File: src/procPkg.sv
/* Types shared by the 16-bit single-cycle core
   Opcode values outside opcodeT are illegal and trap in control
   Both memories hold memDepth words, upper address bits are dropped */
`default_nettype none

package procPkg;

   parameter int memDepth = 256;             // Words in imem and dmem

   typedef enum logic [4:0] {
      HALT  = 5'd0,
      NOP   = 5'd1,
      RTYPE = 5'd2,                          // ALU op in func field
      ADDI  = 5'd3,
      ANDI  = 5'd4,                          // Only zero-extended imm
      LD    = 5'd5,
      ST    = 5'd6,
      BEQZ  = 5'd7,
      BNEZ  = 5'd8,
      J     = 5'd9
   } opcodeT;

   typedef enum logic [1:0] {ADD, SUB, AND, XOR} aluOpT;

   typedef enum logic [1:0] {BR_NONE, BR_EQZ, BR_NEZ, BR_JUMP} branchT;

   // Three decodings of one instruction word
   typedef union packed {
      struct packed {
         opcodeT      op;
         logic [2:0]  rs;
         logic [2:0]  rt;
         logic [2:0]  rd;
         aluOpT       func;
      } r;
      struct packed {
         opcodeT      op;
         logic [2:0]  rs;
         logic [2:0]  rt;
         logic [4:0]  imm;
      } i;
      struct packed {
         opcodeT      op;
         logic [2:0]  rs;                    // Top of the J offset
         logic [7:0]  disp;
      } b;
   } instrU;

   typedef struct packed {
      logic    regWrite;
      logic    regDest;                      // 1 = rd, 0 = rt
      logic    aluSrc;                       // 1 = immediate operand
      aluOpT   aluOp;
      logic    memRead;
      logic    memWrite;
      logic    memToReg;
      branchT  branchCode;
      logic    halt;
   } ctlT;

   typedef struct packed {
      logic        valid;
      logic [7:0]  pc;
      logic        regWrite;
      logic [2:0]  wReg;
      logic [15:0] wData;
      logic        memWrite;
      logic [7:0]  mAddr;
      logic [15:0] mData;
   } retireT;

endpackage

`default_nettype wire

File: src/memory.sv
/* Data memory, not reset, so contents are unknown until written
   Write at the next edge, read combinational, upper address bits ignored */
`default_nettype none

module memory import procPkg::*; #(
   parameter int memDepth = procPkg::memDepth,
   localparam int addrW = $clog2(memDepth)
) (
   input  wire          clk,
   input  wire [15:0]   addr,                  // Straight from the ALU
   input  wire [15:0]   wData,
   input  wire ctlT     ctl,
   output logic [15:0]  rData
);

   logic [15:0] dmem [memDepth];
   logic [addrW-1:0] wordAddr;

   assign wordAddr = addr[addrW-1:0];          // Drop the high bits

   always_ff @(posedge clk) begin
      if (ctl.memWrite) begin
         dmem[wordAddr] <= wData;
      end
   end

   assign rData = ctl.memRead ? dmem[wordAddr] : '0;   // Quiet unless LD

   // Decoder must never ask for both at once
   noReadWrite: assert property (@(posedge clk) !(ctl.memRead && ctl.memWrite))
      else $error("memRead and memWrite both set");

endmodule

`default_nettype wire

File: config.mk
export PLATFORM = sky130hd
export DESIGN_NAME = memory
export DESIGN_NICKNAME = d
export VERILOG_FILES = /design/src/procPkg.sv /design/src/memory.sv
export SDC_FILE = /design/constraint.sdc
export NUM_CORES = 2
export LEC_CHECK = 0
export BUFFER_PORTS_ARGS = -buffer_cell sky130_fd_sc_hd__buf_4
export CAP_MARGIN = 20
export CORE_UTILIZATION = 51
export DETAILED_ROUTE_END_ITERATION = 10
export GPL_TIMING_DRIVEN = 1
export PLACE_DENSITY = 0.66
export SLEW_MARGIN = 20
export SYNTH_ARGS = -nofsm -noshare
export SYNTH_HDL_FRONTEND = slang
export SYNTH_SLANG_ARGS = --single-unit
File: constraint.sdc
create_clock -name clk -period 5.5 [get_ports clk]
set_input_delay 1.1 -clock clk [delete_from_list [all_inputs] [get_ports clk]]
set_output_delay 1.1 -clock clk [all_outputs]
set_load 0.05 [all_outputs]
After elaboration in Yosys (flattened, before gate mapping)
Memories as Yosys holds them, arrays and structs flattened.
Cells that the tools add are included.

storage, ports and cells
  memory bits (writable) = 4,096
  output and inout bits = 16
  logic and storage cells = 4
  bits in latches = 0
  memory bits (read-only) = 0
  memories kept = 1
  bits in registers = 0

cells by class
  equality and inequality tests = 0
  add/subtract/negate cells = 0
  div/mod/pow operators = 0
  reduce and logical (&&, ||, !) cells = 0
  multiplexer cells = 3
  shift-type cells = 0
  multipliers = 0
  order comparisons = 0
  bitwise operators = 0

memories
  memory  depth  bits a word  rd ports  clocked after memory_dff  write ports  RTL line      text
  dmem    256    16           1         0                         1            memory.sv:16  logic [15:0] dmem [memDepth];

operator list
  operator            count
  two-way mux 16 bit  1
  two-way mux 1 bit   2

Longest topological paths before layout
  depth in word-level cells = 2
  mapped depth = 12
  mapped depth without buffers = 7

Least setup slack after synthesis
OpenSTA, ideal clock, no wires.

  path type = input-to-output
  from = input port addr[0]
  to = output port rData[10]
  cell stages on the path = 11
  arrival = 3.623 ns
  setup slack = 0.777 ns
  path through = buf_4 -> buf_6 -> buf_2 -> buf_4 -> buf_4 -> buf_2 -> buf_1 -> o21ai_0 -> a31oi_1 -> a21oi_1 -> a32oi_1

on the way
  cells in the longest elaborated chain, start to end = 2

ends and longest elaborated chain
  item                        RTL line      text
  from (decl)                 memory.sv:10  input wire [15:0] addr,
  memory read (256 x 16 bit)  n/a
  two-way mux 16 bit          memory.sv:27  assign rData = ctl.memRead ? dmem[wordAddr] : '0;
  to (decl)                   memory.sv:13  output logic [15:0] rData

No other way between the ends.

Final worst setup path
  from = input port addr[0]
  to = output port rData[2]

The elaborated chain is that of the path after synthesis.

==> flow_summary.json <==
{
  "fin_crit_sh": 0.9904,
  "antenna_found_initial": 19,
  "grt_pass1_vias": 79081,
  "whs_path_depth": 1,
  "cts.clk_slew.worst_paths_ps": 60,
  "htree_num_levels": 5,
  "synth_top_area_share": 0.7842,
  "routed_wl_um": 400900,
  "synth_fp_nets": 7664,
  "postCtsHoldBufs": 0,
  "period_needed_ps": 5447,
  "drive_gt1_frac": 0.2325,
  "cts_made_buffers": 408,
  "cp-start-kind": "input pin",
  "detail_route.drc_violations": 0,
  "layoutNonFillerInstCount": 12798,
  "multiInputGateArea_um2": 31870,
  "final_util": 0.5898,
  "min_path_type": "in2reg",
  "worstHoldStart": "wData[3]",
  "start_util": 0.5129,
  "outcome": "finished clean",
  "largest_register_ffs": 4096,
  "gp_congestion": 0.8755,
  "yosysWarnings": 0,
  "dpl.hpwl_um": 240900,
  "synth_cell_type_count": 51,
  "worstPathRequired_ps": 4400,
  "ys_top_cells_by_area": "edfxtp_1 (78%), mux4_2 (8.4%), mux2i_1 (5.7%)",
  "syn_to_final_growth_pct": 15.00,
  "whs_endpoint": "dmem[164][3]",
  "yosysTopAreaCell": "edfxtp_1",
  "overflow": 0,
  "slew_violations": 0,
  "slew_headroom": 0.1663,
  "powerDensity_nw_per_um2": 358.0,
  "grt_pass1_wl_um": 570200,
  "path_class": "in2out",
  "top_regs": "dmem (4096)",
  "yosys_register_bits": 4096,
  "rsz0062_at_grt": "no",
  "worst_slack_ps": 53.07,
  "fmax_ghz": 0.1836,
  "synth_cells": 7620,
  "ir_drop_mv": 0.3261,
  "root_buffer": "clkbuf_16",
  "core_um2": 305800,
  "wire_per_inst_um": 31.33,
  "regMostFlops": "dmem",
  "dpl_worst_slack_ps": -176.2,
  "tightestPinTransition_ps": 1251,
  "ant_nets": 0,
  "rows": 203,
  "endpoint_kind": "output port",
  "critical_path.max_fanout": 35,
  "pin_count": 60,
  "portBuffers": 42,
  "synth_edf_count": 4096,
  "leakage_nw": 59.03,
  "hold_viol_final": 0,
  "synth_area_per_cell_um2": 20.58,
  "nFillCells": 21758,
  "synth.most_common_cell": "edfxtp_1",
  "die_y_um": 556.5,
  "num_vias": 79852,
  "async_reset_ff_frac": 0,
  "synthTopCellsByCount": "edfxtp_1 (4096), mux2i_1 (888), mux4_2 (582)",
  "fin_nets": 8391,
  "placedCellCount": 12036,
  "seq_area_frac_synth": 0.7842,
  "viasPerCell": 6.239,
  "cts_buffer_depth": 4,
  "drtPass1Iterations": 6,
  "drv_cap": 0,
  "track_usage": 0.2570,
  "syn_area_um2": 156800,
  "drt_iter0_drc": 10444,
  "cp.arrival_ps": 4350,
  "regArea_um2": 123000,
  "grt_max_degree": 167,
  "die_area_um2": 309700,
  "ys.flop_type": "edfxtp_1",
  "setup_viol": 0,
  "clock_sinks": 4096,
  "fp.dieW_um": 556.5,
  "cts_tree": "yes"
}
## cell families after synthesis
kind of cell,Yosys count,share of synthesized area
AOI/OAI and AO/OA,874,0.03907
buffers and inverters,481,0.01432
DFF,4096,0.7842
muxes,1501,0.1425
and+or+nand+nor,668,0.01990
## final cells by class
| class | instances | area share |
|---|---|---|
| antenna | 10 | 0.0001387 |
| multi-input combinational | 3043 | 0.1767 |
| timing repair buffer | 782 | 0.04069 |
| clock inverter | 249 | 0.01286 |
| tap | 4100 | 0.02844 |
| sequential | 4096 | 0.6819 |
| inverter | 16 | 0.0003330 |
| clock buffer | 502 | 0.05892 |
## layout by cell type (no fill, tap or decap), types with 108 or more instances in the layout
cell | netlist | final
a221oi_1 | 135 | 135
clkinv_1 | 0 | 108
nand2_1 | 133 | 133
mux2i_1 | 888 | 888
o22ai_1 | 192 | 192
buf_4 | 52 | 659
mux4_2 | 582 | 582
a22oi_1 | 239 | 239
nor2_1 | 268 | 237
clkbuf_16 | 0 | 412
edfxtp_1 | 4096 | 4096
## worst max-delay path: stages
cell	delay [ps]
buf_8	220
nand4b_1	230
buf_12	280
buf_4	210
o22ai_1	70
or4_1	680
a21oi_1	180
a31oi_1	90
a21oi_1	420
buf_4	230
a32oi_1	140
buf_4	210
buf_4	190
## where the power goes
part	total (mW)	internal (mW)	switching (mW)
Combinational	3.22	1.11	2.11
Clock	26.9	15.2	11.7
Sequential	34.4	34.4	0.0149
Total	64.6	50.7	13.8
## worst max path at each step
stage,start,endpoint,slack [ps],depth (start not counted)
after detailed placement,addr[0],rData[5],-180,10
after global placement,addr[0],rData[5],-220,10
final,addr[0],rData[2],50,13
after CTS,addr[0],rData[14],9,10
after floorplan,addr[0],rData[10],780,11
after global routing,addr[5],rData[2],3,14
## through the flow
step	total power [mW]	TNS [ps]	cell area, µm²	hold slack, ps
after floorplan	36.59	0	156800	1199
after global placement	38.23	-307.8	167300	1485
after detailed placement	38.29	-291.7	167300	1489
after CTS	64.86	0	180300	445.9
after global routing	66.16	0	180300	498.2
final	64.56	0	180400	518.2
## per-layer routing
| metal | up-vias | global-route usage | wire (µm) | part of all wire |
|---|---|---|---|---|
| li1 | 33324 | - | - | - |
| met1 | 41869 | 0.3623 | 156800 | 0.39 |
| met2 | 3998 | 0.4043 | 190400 | 0.47 |
| met3 | 659 | 0.04498 | 38310 | 0.096 |
| met4 | 2 | 0.09594 | 15450 | 0.039 |
| met5 | - | 0 | 10 | 0.000025 |
## what timing repair did
item / in CTS / in global routing
setup buffers: 0 / 0
endpoints found under the setup margin: 3 / 6
gates cloned: 0 / 1
resized for setup: 3 / 2
Power figures use the tool's default switching activity.
