==> src/procPkg.sv <==
/* Types shared by the 16-bit single-cycle core
   Opcode values outside opcodeT are illegal and trap in control
   Both memories hold memDepth words, upper address bits are dropped */
`default_nettype none

package procPkg;

   parameter int memDepth = 256;             // Words in imem and dmem

   typedef enum logic [4:0] {
      HALT  = 5'd0,
      NOP   = 5'd1,
      RTYPE = 5'd2,                          // ALU op in func field
      ADDI  = 5'd3,
      ANDI  = 5'd4,                          // Only zero-extended imm
      LD    = 5'd5,
      ST    = 5'd6,
      BEQZ  = 5'd7,
      BNEZ  = 5'd8,
      J     = 5'd9
   } opcodeT;

   typedef enum logic [1:0] {ADD, SUB, AND, XOR} aluOpT;

   typedef enum logic [1:0] {BR_NONE, BR_EQZ, BR_NEZ, BR_JUMP} branchT;

   // Three decodings of one instruction word
   typedef union packed {
      struct packed {
         opcodeT      op;
         logic [2:0]  rs;
         logic [2:0]  rt;
         logic [2:0]  rd;
         aluOpT       func;
      } r;
      struct packed {
         opcodeT      op;
         logic [2:0]  rs;
         logic [2:0]  rt;
         logic [4:0]  imm;
      } i;
      struct packed {
         opcodeT      op;
         logic [2:0]  rs;                    // Top of the J offset
         logic [7:0]  disp;
      } b;
   } instrU;

   typedef struct packed {
      logic    regWrite;
      logic    regDest;                      // 1 = rd, 0 = rt
      logic    aluSrc;                       // 1 = immediate operand
      aluOpT   aluOp;
      logic    memRead;
      logic    memWrite;
      logic    memToReg;
      branchT  branchCode;
      logic    halt;
   } ctlT;

   typedef struct packed {
      logic        valid;
      logic [7:0]  pc;
      logic        regWrite;
      logic [2:0]  wReg;
      logic [15:0] wData;
      logic        memWrite;
      logic [7:0]  mAddr;
      logic [15:0] mData;
   } retireT;

endpackage

`default_nettype wire

==> src/decode.sv <==
/* Eight 16-bit registers, all cleared by rst
   Two combinational reads (rs, rt), one write at the next edge
   Register 0 is an ordinary register */
`default_nettype none

module decode import procPkg::*; (
   input  wire          clk,
   input  wire          rst,
   input  wire instrU   instr,
   input  wire ctlT     ctl,
   input  wire [15:0]   writeData,             // From writeback select
   output logic [15:0]  readData1,             // rs
   output logic [15:0]  readData2              // rt
);

   logic [15:0] rf [8];
   logic [2:0]  wAddr;

   assign wAddr = ctl.regDest ? instr.r.rd : instr.r.rt;   // R writes rd, I writes rt

   always_ff @(posedge clk) begin
      if (rst) begin
         for (int i = 0; i < 8; i++) begin
            rf[i] <= '0;
         end
      end else if (ctl.regWrite) begin
         rf[wAddr] <= writeData;
      end
   end

   assign readData1 = rf[instr.r.rs];          // No bypass, write lands next edge
   assign readData2 = rf[instr.r.rt];

endmodule

`default_nettype wire

==> config.mk <==
export PLATFORM = sky130hd
export DESIGN_NAME = decode
export DESIGN_NICKNAME = d
export VERILOG_FILES = /design/src/procPkg.sv /design/src/decode.sv
export SDC_FILE = /design/constraint.sdc
export NUM_CORES = 1
export LEC_CHECK = 0
export BUFFER_PORTS_ARGS = -buffer_cell sky130_fd_sc_hd__buf_2
export CORE_AREA = 2 2 134 136
export DETAILED_ROUTE_END_ITERATION = 10
export DIE_AREA = 0 0 136 138
export GPL_TIMING_DRIVEN = 0
export SLEW_MARGIN = 30
export SYNTH_ARGS = -nofsm -noshare
export SYNTH_HDL_FRONTEND = slang
export SYNTH_SLANG_ARGS = --single-unit
==> constraint.sdc <==
create_clock -name clk -period 4.8 [get_ports clk]
set_input_delay 0.72 -clock clk [delete_from_list [all_inputs] [get_ports clk]]
set_output_delay 0.72 -clock clk [all_outputs]
set_load 0.02 [all_outputs]
After elaboration in Yosys (flattened, before gate mapping)
Memory sizes are Yosys's and may differ from the RTL's.
Index checks and enable logic that the tools add are counted.
{ "word_totals": {"ff_bits": 0, "mem_bits_rw": 128, "inputBits": 45, "output_inout_bits": 32, "wordCells": 11, "mem_count": 1} }
{ "memory_table": {"columns": ["memory", "words", "word_bits", "rd", "rd_clocked_by_memory_dff", "write_ports", "line_no", "text"], "rows": [
  ["rf", 8, 16, 2, 0, 8, "decode.sv:16", "logic [15:0] rf [8];"]
]} }
{ "op_classes": {"n_mux": 9, "n_reduce_logical": 1} }
{ "ops": {"columns": ["op", "n"], "rows": [
  ["16-bit 2-to-1 mux", 1],
  ["16-bit OR reduction", 1],
  ["1-bit 2-to-1 mux", 6],
  ["3-bit 2-to-1 mux", 2]
]} }

Logic depth before layout (Yosys ltp)
{ "logic_depth": {"depth_word": 5, "mapped_depth": 6, "depth_no_buf": 3} }

Worst setup path before layout
OpenSTA, ideal clock, no wires.
{ "synth_path": {"path_kind": "input to output", "from": "in instr[8] (netlist name)", "to": "out readData1[0]", "t_arrival_ns": 2.081, "t_required_ns": 4.080, "setup_slack_ns": 1.999, "stages": 4, "n_path_buf": 2, "path_cell_list": "clkbuf_1 -> buf_2 -> mux4_2 -> mux2_2"} }
{ "synth_via": {"elab_chain_len": 1} }
{ "synth_lines": {"columns": ["item", "line_no", "text"], "rows": [
  ["from (decl)", "decode.sv:9", "input wire instrU instr,"],
  ["memory 8 x 16 bit", null, null],
  ["to (decl)", "decode.sv:12", "output logic [15:0] readData1,"]
]} }
No other way between the ends.

Final worst setup path
{ "layout_path": {"from": "in instr[8] (netlist name)", "to": "out readData1[5]"} }
Same word-level chain as after synthesis.

==> metrics <==
outcome=finished, final reports clean; routed wire length on met3=1353 µm; Top Ports=77; count of final hold-check violations=0; Syn Nets=494; Worst path max stage delay=0.59 ns; global-route wire length before repair=30,040 µm; Largest register FFs=128; count of final setup violators=0; pin count of the biggest net entering global routing=17; setup repair after global routing missed its margin=false; via count of the first global-routing pass=4,834; grt total ovfl=0; critical-path maximum fanout=10; detailed-route vias per instance=approximately 6.1; cell chain of the critical path=clkbuf_1, buf_2, mux4_2, mux2_2, buf_2; number of I/O port buffers=54; setup slack of the critical path after layout=1.573 ns; initial antenna violation count=0; number of max-cap violations=0; power per standard cell area=377.8 nW/µm²; TritonCTS clock tree=built; count of final max-slew check failures=0; routed wire length=20,480 µm; layout overhead on the synthesized area=16.31%; number of gates given a new drive strength after cts=0; last weighted congestion value of the routability-driven placer=roughly 0.85; CTS buffer count=17; Routed wire per std cell=around 27 µm; clock root cell=clkbuf_16; hold_sp=writeData[14]; count of standard-cell rows=49; Inserted Diodes=0; worst setup path class=input pin to output pin; instance count after placement with tap cells included=732; Placed Instance Area=7368 µm²; Slowest-stage cell, CP=mux4_2; compound-cell area share of the yosys netlist=1.616%; layout cells sized above 1=34.21%; number of register bits inferred by synthesis=approximately 130; worst ir drop on vdd=0.2811 mV; distinct cell type count of the synthesized netlist=19; die span in x=136 µm; combinational family with the most area after synthesis=multiplexers; post-route fraction of the period consumed by the critical path=67.23%; register name with the most flops=rf; synthesized area=6812 µm²; number of detailed-route iterations in the first pass=5; number of design rule violations left after detail routing=0; Most common cell on crit path=buf_2; Non-Filler Cell Area, Final=7923 µm²; overall die height=~140 µm; cts-stage hold buffer count=0; number of sinks handled by clock tree synthesis=between 100 and 150; registers with the most flip-flops=rf x128; highest metal layer used by the detailed router=met4; Critical Path Source Type=input pin; maximum clock insertion buffer count=2; actual transition at the worst max-transition pin=1.011 ns; post-synth top area cell=edfxtp_1; Antenna Nets Post-Route=0; mux cell area share after synthesis=between 20% and 30%; metal2 WL=10,340 µm; Core Box Area=roughly 18,000 µm²; share of synthesized cell area in full adder, half adder and majority cells=0%; via count=4,640; post-synthesis area per instance=around 15 µm²; non-filler cells in the finished layout=between 700 and 800; synthesized-area fraction occupied by and/or/nand/nor cells=14.70%; global routing usage summed across all routing layers=22.64%; maximum level of the CTS H-tree=4; detailed-route wire length on metal 1=between 8000 and 9000 µm; leakage power=3.283 nW; Die Area=18,770 µm²; signal arrival time at the worst endpoint=~2.5 ns; DPL Wire Length=13,250 µm; final-stage net count=567; share of the yosys chip area belonging to registers=56.43%; minimum clock period=3.227 ns; number of violations reported at the end of detailed-routing iteration 0=601; worst slew margin relative to its limit=32.37%; path type of the worst min-delay path=input pin to register; count of synthesis-stage warnings from yosys=0; placement-stage worst setup slack=1.305 ns; end point of the most critical hold path=rf[7][14]; ranking of synthesized cells by area=edfxtp_1, mux4_2, and3_1; Initial Util=38.85%; Req. time, crit path=4.08 ns; area fraction of the dominant cell type after synthesis=56.43%; clock slew seen by the registers of the worst setup and hold paths=0.06 ns; Setup TNS=0 ns; post-synthesis share of cell area spent on xor and xnor gates=0%; cell count after synthesis=roughly 450; upper clock frequency limit=0.3099 GHz; total setup buffers inserted after CTS=0; endpoint kind of the worst setup timing path=output pin; WHS Path Cells=2
==> report_power, final <==
group / switching, mW / internal [mW]
clock network: 0.475 / 0.747
registers: 0.0331 / 1.31
logic: 0.259 / 0.172
==> critical path, delay by kind of cell <==
family   cells  cell delay [ns]
buf+inv      3             0.90
mux          2             0.88
==> cells by family (layout without fill, tap and decap cells) <==
family,count (synthesis),in the layout
multiplexers,82,82
AO/OA/AOI/OAI,12,12
AND/OR/NAND/NOR,177,177
buffers and inverters,50,136
flip-flops,128,128
==> worst max path at each step <==
| stage | start | to | depth (start not counted) |
|---|---|---|---|
| 4_1_cts | instr[8] | readData1[6] | 5 |
| 6_report | instr[8] | readData1[5] | 5 |
| 2_1_floorplan | instr[8] | readData1[0] | 4 |
| 3_3_place_gp | instr[7] | rf[4][0] | 5 |
| 5_1_grt | instr[8] | readData1[8] | 5 |
| 3_5_place_dp | instr[7] | rf[4][1] | 5 |
==> Yosys cell counts (all sizes together) <==
cell type	number
nand2	46
edfxtp	128
nor3b	1
mux2i	1
a21o	8
clkbuf	32
mux4	64
and3b	1
o32ai	4
nand2b	1
inv	3
buf	15
and3	128
mux2	17
==> cell usage in the layout (no fill, tap or decap), types with 6 or more instances in the layout <==
master,instances
mux4_2,64
clkbuf_1,29
nand2_1,46
edfxtp_1,128
clkbuf_16,17
and3_1,128
buf_2,63
mux2_2,17
a21o_1,6
==> metal layers <==
| metal | vias to the layer above | global-route usage (%) |
|---|---|---|
| li1 | 1956 | - |
| met1 | 2439 | 29.65 |
| met2 | 198 | 36.52 |
| met3 | 47 | 5.207 |
| met4 | 0 | 9.101 |
| met5 | - | 0 |
==> per-stage QoR <==
step           total power, mW  util [%]  hold slack (ns)
5_1_grt                  3.080     45.18           0.6834
3_5_place_dp             1.791     42.02            1.113
6_report                 2.993     45.18           0.6832
2_1_floorplan            1.625         -           0.9429
4_1_cts                  2.997     45.17           0.6683
3_3_place_gp             1.778     42.02            1.107
==> cell type report <==
type / instances / area (µm²)
flip-flops and latches: 128 / 3844
inverters: 3 / 11.26
well taps: 229 / 286.5
clock buffers: 17 / 425.4
multi-input cells: 271 / 2756
plain buffers: 47 / 202.7
repair buffers: 54 / 270.3
clock inverters: 15 / 126.4
fillers: 1595 / 9612
Power figures use the tool's default switching activity.
