File: src/procPkg.sv
/* Types shared by the 16-bit single-cycle core
   Opcode values outside opcodeT are illegal and trap in control
   Both memories hold memDepth words, upper address bits are dropped */
`default_nettype none

package procPkg;

   parameter int memDepth = 256;             // Words in imem and dmem

   typedef enum logic [4:0] {
      HALT  = 5'd0,
      NOP   = 5'd1,
      RTYPE = 5'd2,                          // ALU op in func field
      ADDI  = 5'd3,
      ANDI  = 5'd4,                          // Only zero-extended imm
      LD    = 5'd5,
      ST    = 5'd6,
      BEQZ  = 5'd7,
      BNEZ  = 5'd8,
      J     = 5'd9
   } opcodeT;

   typedef enum logic [1:0] {ADD, SUB, AND, XOR} aluOpT;

   typedef enum logic [1:0] {BR_NONE, BR_EQZ, BR_NEZ, BR_JUMP} branchT;

   // Three decodings of one instruction word
   typedef union packed {
      struct packed {
         opcodeT      op;
         logic [2:0]  rs;
         logic [2:0]  rt;
         logic [2:0]  rd;
         aluOpT       func;
      } r;
      struct packed {
         opcodeT      op;
         logic [2:0]  rs;
         logic [2:0]  rt;
         logic [4:0]  imm;
      } i;
      struct packed {
         opcodeT      op;
         logic [2:0]  rs;                    // Top of the J offset
         logic [7:0]  disp;
      } b;
   } instrU;

   typedef struct packed {
      logic    regWrite;
      logic    regDest;                      // 1 = rd, 0 = rt
      logic    aluSrc;                       // 1 = immediate operand
      aluOpT   aluOp;
      logic    memRead;
      logic    memWrite;
      logic    memToReg;
      branchT  branchCode;
      logic    halt;
   } ctlT;

   typedef struct packed {
      logic        valid;
      logic [7:0]  pc;
      logic        regWrite;
      logic [2:0]  wReg;
      logic [15:0] wData;
      logic        memWrite;
      logic [7:0]  mAddr;
      logic [15:0] mData;
   } retireT;

endpackage

`default_nettype wire

File: src/fetch.sv
/* PC, instruction memory and halt latch
   imem is writable only while rst is high, no handshake on the load port
   PC stays on the HALT word once it is reached */
`default_nettype none

module fetch import procPkg::*; #(
   parameter int memDepth = procPkg::memDepth,
   localparam int addrW = $clog2(memDepth)
) (
   input  wire                clk,
   input  wire                rst,
   input  wire                imemWe,          // Program load strobe
   input  wire [addrW-1:0]    imemAddr,
   input  wire [15:0]         imemData,
   input  wire                pcSrc,           // Branch or jump taken
   input  wire                haltNow,         // HALT decoded this cycle
   input  wire [15:0]         disp,            // Extended displacement
   output instrU              instr,
   output logic [addrW-1:0]   pc,
   output logic               halted
);

   instrU imem [memDepth];                     // No reset, loaded by testbench
   logic [addrW-1:0] pcPlus1;
   logic [addrW-1:0] pcNext;

   always_ff @(posedge clk) begin
      if (rst && imemWe) begin
         imem[imemAddr] <= imemData;           // Load only under reset
      end
   end

   assign instr   = imem[pc];                  // Combinational fetch
   assign pcPlus1 = pc + 1'b1;
   assign pcNext  = pcSrc ? pcPlus1 + disp[addrW-1:0] : pcPlus1;  // Wraps in imem

   always_ff @(posedge clk) begin
      if (rst) begin
         pc     <= '0;
         halted <= 1'b0;
      end else begin
         if (!halted && !haltNow) begin
            pc <= pcNext;                      // Freeze on the HALT word
         end
         halted <= halted | haltNow;           // Sticky until reset
      end
   end

   // Frozen PC keeps pointing at a word that still decodes as HALT
   pcFrozen: assert property (@(posedge clk) disable iff (rst)
      halted |-> haltNow && pc == $past(pc))
      else $error("PC left the HALT word while halted");

endmodule

`default_nettype wire

File: config.mk
export PLATFORM = sky130hd
export DESIGN_NAME = fetch
export DESIGN_NICKNAME = d
export VERILOG_FILES = /design/src/procPkg.sv /design/src/fetch.sv
export SDC_FILE = /design/constraint.sdc
export NUM_CORES = 2
export LEC_CHECK = 0
export ABC_AREA = 0
export ABC_CLOCK_PERIOD_IN_PS = 2800
export BUFFER_PORTS_ARGS = -buffer_cell sky130_fd_sc_hd__buf_2
export CORE_MARGIN = 8
export CORE_UTILIZATION = 50
export DETAILED_ROUTE_END_ITERATION = 6
export PLACE_DENSITY = 0.61
export SLEW_MARGIN = 10
export SYNTH_ARGS = -nofsm -noshare
export SYNTH_HDL_FRONTEND = slang
export SYNTH_SLANG_ARGS = --single-unit
File: constraint.sdc
create_clock -name clk -period 2.8 [get_ports clk]
set_input_delay 0 -clock clk [delete_from_list [all_inputs] [get_ports clk]]
set_output_delay 0 -clock clk [all_outputs]
set_load 0.005 [all_outputs]
After elaboration in Yosys (flattened, before gate mapping)
Memories as Yosys holds them, arrays and structs flattened. A register that Yosys moved wholly into a read port is not among the register bits.
Cells that the tools add are included.
{"block": "totals", "in_bits": 45, "out_inout_bits": 25, "wordCells": 15, "mem_count": 1, "register_bits": 9, "ram_bits": 4096}
{"name": "imem", "depth": 256, "word_bits": 16, "rd": 1, "rd_clocked_by_memory_dff": 1, "wr": 1, "line_no": "fetch.sv:23", "rtl": "instrU imem [memDepth];"}
{"block": "classes", "reduce_logical": 4, "n_addsub": 2, "muxes": 5, "bitwise": 1}
{"op": "8-bit two-way mux", "count": 3}
{"op": "8-bit by 1-bit adder with 8-bit output (second input constant)", "count": 1}
{"op": "8-bit adder", "count": 1}
{"op": "1-bit logical AND", "count": 2}
{"op": "1-bit zero test", "count": 2}
{"op": "1-bit two-way mux", "count": 2}
{"op": "1-bit OR", "count": 1}

Longest topological paths before layout
{"block": "logic_depth", "ltp_word": 5, "mapped_depth": 12, "mapped_depth_nobuf": 11}

Worst setup path before layout
No wires, ideal clock.
{"block": "synth_timing", "path_kind": "register -> register", "from": "register pc[2]", "to": "register with a tool-made name", "stages_incl_launch_ff": 11, "t_required_ns": 2.676, "slack_ns": 0.318, "period_less_slack_ns": 2.482, "t_arrival_ns": 2.358, "path_buffers": 0, "setup_time_ns": 0.124, "cell_sequence": "dfxtp_1 -> and3_1 -> and3_1 -> xnor2_1 -> ha_1 -> nor3_1 -> nor2_1 -> and4b_1 -> o21a_1 -> o21ai_0 -> mux2_2"}
{"item": "from (decl)", "line_no": "fetch.sv:19", "rtl": "output logic [addrW-1:0] pc,"}
{"item": "from (signal assigned)", "line_no": "fetch.sv:43", "rtl": "pc <= pcNext;"}

==> flow_summary.yaml <==
sta:
  slew_headroom_pct: 18.5
  final.setup_skew_ns: 0.0222
  fin_setup_tns_ns: -28.29
  period_needed_ns: 4.80
  post-route-period-util_pct: 171
  hold_violations: 0
  setup_viol: 16
  rsz0062_at_grt: "true"
  drv_slew: 0
  worst_slack_ns: -2.00
  worst_pin_slew_ns: 1.22
  fmax_mhz: 208
place:
  placedCellCount: 11900
  dp_hpwl_um: 259000
  port-buffer-count: 61
  gp_congestion: 0.845
power_and_ir_drop:
  power.density_mw_per_mm2: 712
  peakVddDrop_mv: 0.634
  power.leakage_uw: 0.0589
yosys:
  avgSynthCellArea_um2: 22.4
  yosysSeqAreaShare_pct: 77.9
  synth_area_mm2: 0.158
  synth_flop_cell: "edfxtp_1"
  synth-seq-cells: 4113
  synthArstFlopShare_pct: 0
  syn_nets: 7122
  synth_cells: 7067
  synth-edff-count: 4096
  synth_cell_types: 56
  synth_warnings: 0
clock_network:
  h-tree-depth: 5
  root_buffer: "clkbuf_16"
  cts_buffers: 415
  clkSinkCount: 4113
  clkLatencyLatePin_ns: 0.94
  clockBufferDepth: 4
  clkTransAtPathRegs_ns: 0.06
  cts_tree: "done"
worst_setup_path:
  cp.depth: 12
  end_kind: "output pin"
  max_stage_delay_ns: 0.87
  crit_fanout: 6
  cp.required_ns: 2.80
  cp_slowest_cell: "o211ai_1"
  crit_family: "compound AO/OA/AOI/OAI gates"
  ff2ff_path_depth: 10
  crit_chain: "buf_8, buf_12, buf_8, buf_12, mux4_2, mux4_2, a22oi_2, buf_4, nand2_4, o211ai_1, a31oi_2, buf_2"
  crit_type: "reg -> out"
  arrival_ns: 4.80
  path_buf_inv: 6
  crit_path_start_kind: "register"
outcome:
  violations: "negative setup slack"
  status: "complete, but fails checks"
drt:
  drt-pass1-iter-count: 5
  drc: 0
  finalWirelength_um: 431000
  ant_nets: 0
  num_vias: 79700
  wire_per_inst_um: 33.8
  drt_iter0_markers: 9609
  drt-vias-per-instance: 6.25
floorplanning:
  dieHeight_um: 579
  start_util_pct: 50.3
  core-area_mm2: 0.315
  die_area_mm2: 0.335
  num_rows: 206
  chipWidth_um: 579
  ioPinCount: 70
grt:
  overflow: 0
  antenna_found_initial: 17
  grt_pass1_wl_um: 606000
  grt_usage_pct: 25.4
  grt_max_degree: 119
  grt_pass1_vias: 79600
cells_and_area:
  layout_common_cells: "edfxtp_1 (4096), mux4_2 (898), buf_4 (842)"
  finalNetCount: 8303
  final_common_cell: "edfxtp_1"
  drive_gt1_share_pct: 34.7
  fin_cells: 12800
  syn_to_final_growth_pct: 18.5
run:
  max-cap-violations: 0
hold_path:
  whs_path_depth: 2
  min_path_type: "in -> reg"
through the flow:
step	hold WS, ns	setup slack, ns	power [µW]	cell area [µm²]	util [%]
2_1_floorplan	0.0989	0.318	74600	158000	-
3_3_place_gp	0.323	-2.40	79400	172000	54.5
3_5_place_dp	0.334	-1.49	79600	172000	54.5
4_1_cts	0.0125	-2.06	134000	187000	59.4
5_1_grt	0.0869	-2.00	137000	188000	59.6
6_report	0.104	-2.00	134000	188000	59.6
layout make-up:
cell class,count,area [µm²]
Antenna cell,10,25.0
Clock buffer,519,10900
Clock inverter,245,2430
Fill cell,22200,127000
Inverter,7,26.3
Multi-Input combinational cell,2528,33800
Sequential cell,4113,123000
Tap cell,4160,5200
Timing Repair Buffer,1183,11900
worst paths after layout:
check               start            end  slack, ns
max              register      instr[10]      -2.00
min          imemData[14]  imem[177][14]       0.10
max reg2reg         pc[1]       register       0.11
min reg2reg         pc[6]       register       0.57
registers in the layout (all words and copies together), names as in the netlist, named ones only:
signal and count:
imem 4096, pc 8, halted 1
per-layer routing:
| layer | global-route usage, % | wire [µm] | vias up |
|---|---|---|---|
| met3 | 3.67 | 34200 | 684 |
| met1 | 35.3 | 170000 | 42900 |
| met5 | 0 | 19 | - |
| met2 | 42.1 | 211000 | 3679 |
| met4 | 7.95 | 15800 | 4 |
| li1 | - | - | 32500 |
kinds of logic after synthesis:
family,share of synthesized area (%)
simple gates,1.32
flops,77.9
compound gates,2.34
mux,16.7
xor+xnor,0.0498
buf+inv,1.61
fa+ha+maj,0.0838
synthesized netlist by cell type, drive strengths merged, types with 3 or more instances:
library cell	number	share of area, %
edfxtp	4096	78
mux4	898	13
mux2i	479	3.0
nor2	287	0.68
buf	246	1.2
o22ai	246	0.97
clkbuf	173	0.41
mux2	127	0.90
a2111oi	114	0.63
nand2	70	0.17
a22oi	50	0.24
nor4	34	0.13
o211ai	28	0.13
nand3	27	0.085
a21oi	24	0.076
o21ai	18	0.057
dfxtp	17	0.21
nor2b	17	0.067
a31oi	14	0.055
nand4	10	0.040
a211oi	9	0.043
ha	9	0.071
inv	7	0.017
a221oi	5	0.028
a22o	5	0.028
and2	5	0.020
nor3	5	0.016
xnor2	5	0.028
o221ai	4	0.022
or3b	4	0.022
xor2	4	0.022
and3	3	0.012
nand2b	3	0.012
nand4b	3	0.017
o2111ai	3	0.017
power by group:
part | internal (µW) | switching (µW)
Sequential | 67800 | 61.3
Clock | 31400 | 23100
Combinational | 4950 | 6250
Total | 104000 | 29500
what timing repair did:
item                        CTS  global route
cloned                       13             2
setup endpoints to repair    16           222
pin swaps                    24            22
setup buffers                39            20
gates resized for setup     212            82
hold endpoints to repair   4299             0
hold buffers                 44             0
worst reg2reg max path: stages (launching register included):
cell	delay [ns]
dfxtp_1	0.34
and3_2	0.24
and3_2	0.25
xnor2_1	0.24
ha_1	0.30
nor3_1	0.18
nor2_1	0.08
and4b_1	0.21
nor3_1	0.29
o21ai_0	0.15
mux2_2	0.29
Note: power is estimated with default switching activity, not from simulation.
