==> config.mk <==
export PLATFORM = sky130hd
export DESIGN_NAME = execute
export DESIGN_NICKNAME = d
export VERILOG_FILES = /design/src/procPkg.sv /design/src/execute.sv
export SDC_FILE = /design/constraint.sdc
export NUM_CORES = 1
export LEC_CHECK = 0
export BUFFER_PORTS_ARGS = -buffer_cell sky130_fd_sc_hd__buf_2
export CAP_MARGIN = 5
export CORE_ASPECT_RATIO = 0.75
export CORE_MARGIN = 2
export CORE_UTILIZATION = 36
export DETAILED_ROUTE_END_ITERATION = 8
export MAX_ROUTING_LAYER = met4
export PLACE_DENSITY_LB_ADDON = 0.25
export SLEW_MARGIN = 25
export SYNTH_ARGS = -nofsm -noshare
export SYNTH_HDL_FRONTEND = slang
export SYNTH_SLANG_ARGS = --single-unit
==> constraint.sdc <==
create_clock -name vclk -period 11.25
set_input_delay 2.25 -clock vclk [all_inputs]
set_output_delay 2.25 -clock vclk [all_outputs]
set_load 0.02 [all_outputs]
==> src/procPkg.sv <==
/* Types shared by the 16-bit single-cycle core
   Opcode values outside opcodeT are illegal and trap in control
   Both memories hold memDepth words, upper address bits are dropped */
`default_nettype none

package procPkg;

   parameter int memDepth = 256;             // Words in imem and dmem

   typedef enum logic [4:0] {
      HALT  = 5'd0,
      NOP   = 5'd1,
      RTYPE = 5'd2,                          // ALU op in func field
      ADDI  = 5'd3,
      ANDI  = 5'd4,                          // Only zero-extended imm
      LD    = 5'd5,
      ST    = 5'd6,
      BEQZ  = 5'd7,
      BNEZ  = 5'd8,
      J     = 5'd9
   } opcodeT;

   typedef enum logic [1:0] {ADD, SUB, AND, XOR} aluOpT;

   typedef enum logic [1:0] {BR_NONE, BR_EQZ, BR_NEZ, BR_JUMP} branchT;

   // Three decodings of one instruction word
   typedef union packed {
      struct packed {
         opcodeT      op;
         logic [2:0]  rs;
         logic [2:0]  rt;
         logic [2:0]  rd;
         aluOpT       func;
      } r;
      struct packed {
         opcodeT      op;
         logic [2:0]  rs;
         logic [2:0]  rt;
         logic [4:0]  imm;
      } i;
      struct packed {
         opcodeT      op;
         logic [2:0]  rs;                    // Top of the J offset
         logic [7:0]  disp;
      } b;
   } instrU;

   typedef struct packed {
      logic    regWrite;
      logic    regDest;                      // 1 = rd, 0 = rt
      logic    aluSrc;                       // 1 = immediate operand
      aluOpT   aluOp;
      logic    memRead;
      logic    memWrite;
      logic    memToReg;
      branchT  branchCode;
      logic    halt;
   } ctlT;

   typedef struct packed {
      logic        valid;
      logic [7:0]  pc;
      logic        regWrite;
      logic [2:0]  wReg;
      logic [15:0] wData;
      logic        memWrite;
      logic [7:0]  mAddr;
      logic [15:0] mData;
   } retireT;

endpackage

`default_nettype wire

==> src/execute.sv <==
/* ALU and branch condition, purely combinational
   Branch tests look at rs only, compare against zero */
`default_nettype none

module execute import procPkg::*; (
   input  wire [15:0]   readData1,
   input  wire [15:0]   readData2,
   input  wire [15:0]   imm,
   input  wire ctlT     ctl,
   output logic [15:0]  aluResult,
   output logic         pcSrc
);

   logic [15:0] opB;
   logic        isZero;

   assign opB    = ctl.aluSrc ? imm : readData2;   // Immediate or rt
   assign isZero = (readData1 == 16'd0);

   always_comb begin
      case (ctl.aluOp)
         ADD: aluResult = readData1 + opB;        // Also address calc
         SUB: aluResult = readData1 - opB;
         AND: aluResult = readData1 & opB;
         XOR: aluResult = readData1 ^ opB;
         default: aluResult = '0;
      endcase
   end

   always_comb begin
      case (ctl.branchCode)
         BR_EQZ:  pcSrc = isZero;
         BR_NEZ:  pcSrc = !isZero;
         BR_JUMP: pcSrc = 1'b1;
         default: pcSrc = 1'b0;                   // Fall through to PC+1
      endcase
   end

endmodule

`default_nettype wire

Word-level counts from Yosys, hierarchy flattened
Index checks and enable logic that the tools add are counted.
{"block": "word_totals", "inputBits": 59, "word_cells": 16, "output_inout_bits": 17, "regBits": 0}
{"block": "op_classes", "muxes": 3, "addsub": 2, "n_reduce_logical": 3, "eq_ne": 6, "bitwise_logic": 2}
{"operator": "$pmux 16 s4", "n": 1}
{"operator": "$add 16x16->16", "n": 1}
{"operator": "$and 16x16->16", "n": 1}
{"operator": "$logic_not 16->1", "n": 1}
{"operator": "$mux 16", "n": 1}
{"operator": "$sub 16x16->16", "n": 1}
{"operator": "$xor 16x16->16", "n": 1}
{"operator": "$eq 2x2->1 const B", "n": 4}
{"operator": "$eq 2x1->1 const B", "n": 2}
{"operator": "$pmux 1 s3", "n": 1}
{"operator": "$logic_not 2->1", "n": 1}
{"operator": "$logic_not 1->1", "n": 1}

Depth between registers and ports, before layout
Gate-level depths: netlist of run 1.
{"block": "depth", "depth_word": 3, "ltp_mapped": 17}

Least setup slack after synthesis of run 1
OpenSTA, ideal clock, no wires.
{"block": "synth_timing", "path_type": "input -> output", "from": "in ctl[8] (netlist bit)", "to": "out aluResult[15]", "required_time_ns": 9.000, "t_arrival_ns": 5.967, "slack_ns": 3.033, "path_stages": 17, "cell_sequence": "buf_6 clkbuf_1 clkbuf_1 mux2i_1 ha_1 nand4_1 or3_1 o21ai_0 xor2_1 ha_1 clkbuf_1 a21o_1 a211o_1 a31o_2 o221ai_1 xnor2_1 o21ai_1"}
{"block": "synth_via", "elab_chain_len": 3, "elab_cells_between_ends": 6, "classes_between": "add/sub (2); mux (2); bitwise (2)"}
{"item": "from (decl)", "line_no": "execute.sv:9", "source": "input wire ctlT ctl,"}
{"item": "$mux 16 *", "line_no": "execute.sv:17", "source": "assign opB = ctl.aluSrc ? imm : readData2;"}
{"item": "$sub 16x16->16 (tied with other cells)", "line_no": "execute.sv:23", "source": "SUB: aluResult = readData1 - opB;"}
{"item": "$pmux 16 s4 *", "line_no": "execute.sv:21", "source": "case (ctl.aluOp)"}
{"item": "to (decl)", "line_no": "execute.sv:10", "source": "output logic [15:0] aluResult,"}
Every way passes the cells marked *; elsewhere a longest branch is shown, timed or not.

Worst setup path after layout of run 1
Ends and elaborated chain as after synthesis.

==> out/metrics.cfg, run 1 <==
[timing]
finalSetupTns_ns=0
setup-violations-final=0
finalHoldViolations=0
slew_viol_final=0
layout_min_cycle_time_ns=8.17
rsz0062_at_grt=no
fmax_mhz=122
post-route-period-util=0.726
relSlewSlack=0.586
tightest_slew_ns=0.621
whs_ns=4.85

[finish]
area_growth_syn_to_layout_pct=21.0
final_util=0.458
final_common_cell=buf_2
seqCellArea_um2=0
clock_buffers=0
layout_common_cells=buf_2 (70), ha_1 (32), a21oi_1 (29)
nNetsFinal=401
n_antenna_cell=0
drive_above_1_share=0.303
stdcell_count=379
seq_cell_count=0

[logic_synthesis]
syn-num-nets=339
synth_xor_area_frac=0.128
yosys.area_share.adder=0.223
syn_inst=247
synthSimpleGateAreaFrac=0.177
synth_compound_area_frac=0.232
seq_area_frac_synth=0
synth_mux_area_frac=0.194
synth_top_family_by_area=compound AO/OA/AOI/OAI gates
syn_avg_cell_area_um2=7.64
synth.distinct_cells=47
ys_warn_count=0
synth_area_um2=1890

[floorplanning]
dieHeight_um=66.7
core_area_um2=4980
initial_core_util=0.379
rows=22
die_w_um=87.6
io_pins=76
die_area_um2=5840

[hold_path]
hp-class=input port to primary output
min_from=ctl[2]
worstHoldPathCells=3

[detailed_routing]
m1WireLength_um=3030
drc_errors=0
routedWlPerCell_um=13.8
drt_pass1_iterations=4
vias_per_cell=5.24
wl_met2_um=1970
vias=1987
wl_met3_um=237
highest_layer=met3
antenna_left=0
routed_wl_um=5240
drt_iter0_drc=106

[global_routing]
grt_max_degree=35
grt_overflow=0
grt_pass1_vias=1794
antenna_found_initial=0
gr-usage-all-layers=0.183
grt_pass1_wl_um=8510

[cts]
cts_resized=0
postCtsSetupRepairBufs=0
cts_hold_buf=0

[job]
drv_cap=0

[setup_path]
path_cells=buf_2 > mux2i_1 > ha_1 > nand4_1 > or3_1 > o21ai_0 > xor2_1 > ha_1 > a21o_1 > a211o_1 > a31o_2 > o221ai_1 > xnor2_1 > o21ai_1 > buf_2
worstPathRequired_ns=9.00
cp_max_fo=29
cp_num_buf_inv=2
critical_path_arrival_ns=5.92
worstSetupEndpointType=primary output
crit_type=input port to primary output
crit_path_start_kind=input port
startpoint=ctl[8]
critPathSlowestCell=buf_2
slowest_delay_ns=0.49
cpLargestDelayFamily=compound AO/OA/AOI/OAI gates
cp_num_cells=15

[placement]
dp_cells=379
gp_congestion=0.830
numPortBuffers=70
dpl.hpwl_um=4450

[outcome]
status=completed

[power_and_ir_drop]
ir_drop_uv=27.3
power.density_nw_per_um2=74.0
leakage_nw=1.11

## per-stage QoR
step,setup slack [ns],area (µm²),power [mW]
after floorplan,3.03,1890,0.122
after global placement,3.16,2280,0.166
after detailed placement,3.11,2280,0.168
after CTS,3.08,2280,0.169
after global routing,2.80,2280,0.189
final,3.08,2280,0.169
## path summary, 6_finish.rpt
path                  slack (ns)            end
worst max-delay path        3.08  aluResult[15]
worst min-delay path        4.85          pcSrc
## power by group
group          leakage, nW  switching (mW)  total, mW  internal, mW
clock                    0               0          0             0
sequential               0               0          0             0
combinational         1.11          0.0965      0.169        0.0723
## layer usage
metal	up-vias	global-route usage
met1	891	0.296
met5	-	-
li1	1044	-
met3	0	0.00743
met2	52	0.260
met4	0	0
## final cells by class
cell class,instances,area (µm²)
fillers,523,2700
multi-input cells,226,1800
repair buffers,70,350
well taps,72,90.1
inverters,11,41.3
## cell usage after synthesis, drive strengths merged (6+ instances only)
master   n  area [µm²]
nand2   11        41.3
inv     11        41.3
mux2i   17         183
a21o     6        45.0
o21ai   17        85.1
clkbuf   8        30.0
xnor2   13         114
nor4     7        50.1
mux2    16         184
nor3     7        35.0
ha      32         400
a21oi   29         145
xor2    12         105
nor2    20        75.1
## cells by family (layout without fill, tap and decap cells)
family | count (synthesis) | after routing
mux | 33 | 33
buf+inv | 21 | 81
xor+xnor | 26 | 26
fa+ha+maj | 33 | 33
compound gates | 70 | 70
simple gates | 64 | 64
No activity file was read; power rests on OpenSTA's default activity.
==> run 2: changes to the inputs <==
==> constraint.sdc (replaced) <==
create_clock -name vclk -period 8.5
set_input_delay 1.7 -clock vclk [all_inputs]
set_output_delay 1.7 -clock vclk [all_outputs]
set_load 0.02 [all_outputs]
==> run 2 against run 1 <==
Effect of this change: non-clock buffer count stayed put; utilization stayed put; highest routed layer unchanged; sequential share of layout area unchanged; combinational power up 32%.
==> out/metrics.cfg, run 2 (synthesized netlist as in run 1, its figures left out) <==
[finish]
clock_buffers=0
layout_common_cells=buf_2 (70), ha_1 (32), a21oi_1 (29)
area_growth_syn_to_layout_pct=21.0
n_antenna_cell=0
nNetsFinal=401
final_util=0.458
seq_cell_count=0
stdcell_count=379
final_area_um2=2280
seqCellArea_um2=0
drive_above_1_share=0.303
final_common_cell=buf_2

[global_routing]
grt_max_degree=35
antenna_found_initial=0
grt_overflow=0
gr-usage-all-layers=0.182
grt_pass1_wl_um=8400
grt_pass1_vias=1754

[timing]
setup-violations-final=0
relSlewSlack=0.593
finalHoldViolations=0
slew_viol_final=0
tightest_slew_ns=0.610
post-route-period-util=0.824
layout_min_cycle_time_ns=7.00
finalSetupTns_ns=0
fmax_mhz=143
rsz0062_at_grt=no
worst_slack_ns=1.50
whs_ns=3.74

[power_and_ir_drop]
ir_drop_uv=32.5
clockPowerShare=0
leakage_nw=1.11
intPower_mw=0.0957
power.density_nw_per_um2=97.8
p_seq_frac=0
p_sw_mw=0.128
comb_power_share=1.000
p_sw_frac=0.571
power_mw=0.223

[floorplanning]
core_area_um2=4980
die_area_um2=5840
initial_core_util=0.379
rows=22
dieHeight_um=66.7
die_w_um=87.6
io_pins=76

[detailed_routing]
drt_pass1_iterations=4
vias_per_cell=5.19
antenna_left=0
drc_errors=0
routedWlPerCell_um=13.8
vias=1966
drt_iter0_drc=68
routed_wl_um=5210

[hold_path]
holdPathEnd=pcSrc
worstHoldPathCells=3
min_from=ctl[1]
hp-class=input port to primary output

[setup_path]
critPathSlowestCell=buf_2
worstPathRequired_ns=6.80
crit_type=input port to primary output
crit_path_start_kind=input port
slowest_delay_ns=0.48
cp_max_fo=29
path_cells=buf_2 > mux2i_1 > ha_1 > nand4_1 > or3_1 > o21ai_0 > xor2_1 > ha_1 > a21o_1 > a211o_1 > a31o_2 > o221ai_1 > xnor2_1 > o21ai_1 > buf_2
critical_path_arrival_ns=5.30
worstSetupEndpointType=primary output

[placement]
dp_cells=379
place_area_um2=2280
dpl.hpwl_um=4440
place_ws_ns=1.51
numPortBuffers=70
gp_congestion=0.836

[cts]
cts_resized=0
cts_hold_buf=0
postCtsSetupRepairBufs=0

[job]
drv_cap=0

[outcome]
status=completed

==> run 2: cell counts in the layout (fill, tap and decap cells not counted) <==
Identical to the previous run, type by type.
==> run 2: cell type report <==
class                           instances  area, µm²
Timing Repair Buffer                   70        350
Fill cell                             520       2700
Inverter                               11       41.3
Multi-Input combinational cell        226       1800
Tap cell                               72       90.1
==> run 2: worst max-delay path, delay by kind of cell <==
family                     cells  cell delay, ns
and+or+nand+nor                2            0.53
AOI/OAI and AO/OA              6            1.12
muxes                          1            0.37
adders and majority gates      2            0.61
buffers and inverters          2            0.67
xor gates and xnor gates       2            0.29
==> run 2: worst max path at each step <==
stage	endpoint	from	slack (ns)	cells after the start
5_1_grt	aluResult[15]	ctl[8]	1.18	15
6_report	aluResult[15]	ctl[8]	1.50	15
3_5_place_dp	aluResult[15]	ctl[8]	1.51	15
3_3_place_gp	aluResult[15]	ctl[8]	1.53	15
2_1_floorplan	aluResult[15]	ctl[8]	1.38	17
4_1_cts	aluResult[15]	ctl[8]	1.47	15
==> run 2: power groups by stage <==
stage	combinational [mW]	sequential, mW	clock [mW]
floorplan	0.161	0	0
global placement	0.220	0	0
CTS	0.223	0	0
detailed placement	0.222	0	0
global route	0.250	0	0
finish	0.223	0	0
==> run 2: layer usage <==
layer	global-route usage	up-vias	share of wire	wire length [µm]
li1	-	1050	-	-
met3	0.00496	0	0.047	247
met5	-	-	0	0
met1	0.300	867	0.57	3000
met4	0	0	0	0
met2	0.255	49	0.38	1970
==> run 3: changes to the inputs <==
==> constraint.sdc (replaced) <==
create_clock -name vclk -period 6.6
set_input_delay 1.32 -clock vclk [all_inputs]
set_output_delay 1.32 -clock vclk [all_outputs]
set_load 0.02 [all_outputs]
==> run 3 against run 2 <==
Effect of this change: sequential cell count unchanged; power up 30%; die area is the same; sequential share of layout area did not move; first-iteration DRC count up 16%; wire length up 3.3%; worst hold slack lost 0.76 ns; utilization rose by 0.45 points; largest cell class unchanged.
==> out/metrics.cfg, run 3 (synthesized netlist as in run 1, its figures left out) <==
[timing]
post-route-period-util=0.914
finalHoldViolations=0
setup-violations-final=0
relSlewSlack=0.683
layout_min_cycle_time_ns=6.03
fmax_mhz=166
tightest_slew_ns=0.476
rsz0062_at_grt=no
finalSetupTns_ns=0
slew_viol_final=0

[global_routing]
grt_overflow=0
grt_pass1_wl_um=8440
antenna_found_initial=0
grt_max_degree=34
gr-usage-all-layers=0.185
grt_pass1_vias=1793

[detailed_routing]
drc_errors=0
drt_iter0_drc=79
drt_pass1_iterations=4
vias_per_cell=5.14
routedWlPerCell_um=14.1
routed_wl_um=5390
vias=1963
antenna_left=0

[placement]
numPortBuffers=70
gp_congestion=0.854
dp_cells=382
dpl.hpwl_um=4580
place_area_um2=2300

[cts]
cts_resized=0
postCtsSetupRepairBufs=0
cts_hold_buf=0

[finish]
multi_input_area_um2=1800
final_area_um2=2300
clock_buffers=0
area_growth_syn_to_layout_pct=22.1
nNetsFinal=404
n_antenna_cell=0
drive_above_1_share=0.310
layout_common_cells=buf_2 (70), ha_1 (32), a21oi_1 (29)
final_common_cell=buf_2
seqCellArea_um2=0
stdcell_count=382
seq_cell_count=0
fillCellCount=525

[hold_path]
worstHoldPathCells=3
hp-class=input port to primary output
min_from=ctl[1]

[floorplanning]
core_area_um2=4980
dieHeight_um=66.7
initial_core_util=0.379
rows=22
io_pins=76
die_w_um=87.6
die_area_um2=5840

[power_and_ir_drop]
power.density_nw_per_um2=126
power_mw=0.290
leakage_nw=1.12
ir_drop_uv=55.2

[setup_path]
cp_max_fo=26
startpoint=ctl[8]
worstPathRequired_ns=5.28
worstSetupEndpointType=primary output
crit_type=input port to primary output
critical_path_arrival_ns=4.71
crit_path_start_kind=input port

[outcome]
status=completed

[job]
drv_cap=0

==> run 3: changes by cell type in the layout (fill, tap and decap cells not counted), sizes merged <==
| cell | previous run | this run |
|---|---|---|
| buf | 70 | 73 |
==> run 3: critical path, stage by stage <==
cell      delay (ns)
buf_2           0.16
buf_4           0.32
mux2i_1         0.30
nand4_1         0.18
or3_1           0.40
o21ai_0         0.22
xor2_1          0.23
ha_1            0.35
a21o_1          0.19
a211o_1         0.30
a31o_2          0.21
o221ai_1        0.07
xnor2_1         0.09
o21ai_1         0.16
buf_2           0.19
==> run 3: final cells by class <==
cell class                 count  share of cell area
inverter                      11              0.0179
multi-input combinational    226               0.781
tap                           72              0.0391
timing repair buffer          73               0.162
==> run 3: power by group <==
group	switching (mW)	total, mW	internal (mW)	leakage (nW)
Clock	0	0	0	0
Combinational	0.165	0.290	0.125	1.12
Sequential	0	0	0	0
Total	0.165	0.290	0.125	1.12
==> run 3: path summary, 6_finish.rpt <==
check,to
worst max-delay path,aluResult[15]
worst min-delay path,pcSrc
==> run 3: layer usage <==
metal / vias to the layer above / track usage / part of all wire
met5: - / - / 0
met1: 868 / 0.297 / 0.58
met3: 0 / 0.00124 / 0.035
met4: 0 / 0.00192 / 0
met2: 43 / 0.270 / 0.39
li1: 1052 / - / -
==> run 3: stage by stage <==
step | setup slack, ns | hold slack, ns | util
floorplan | 0.243 | 2.83 | -
global placement | 0.692 | 2.98 | 0.463
detailed placement | 0.620 | 2.98 | 0.463
CTS | 0.596 | 2.99 | 0.463
global route | 0.314 | 3.01 | 0.463
finish | 0.566 | 2.99 | 0.463
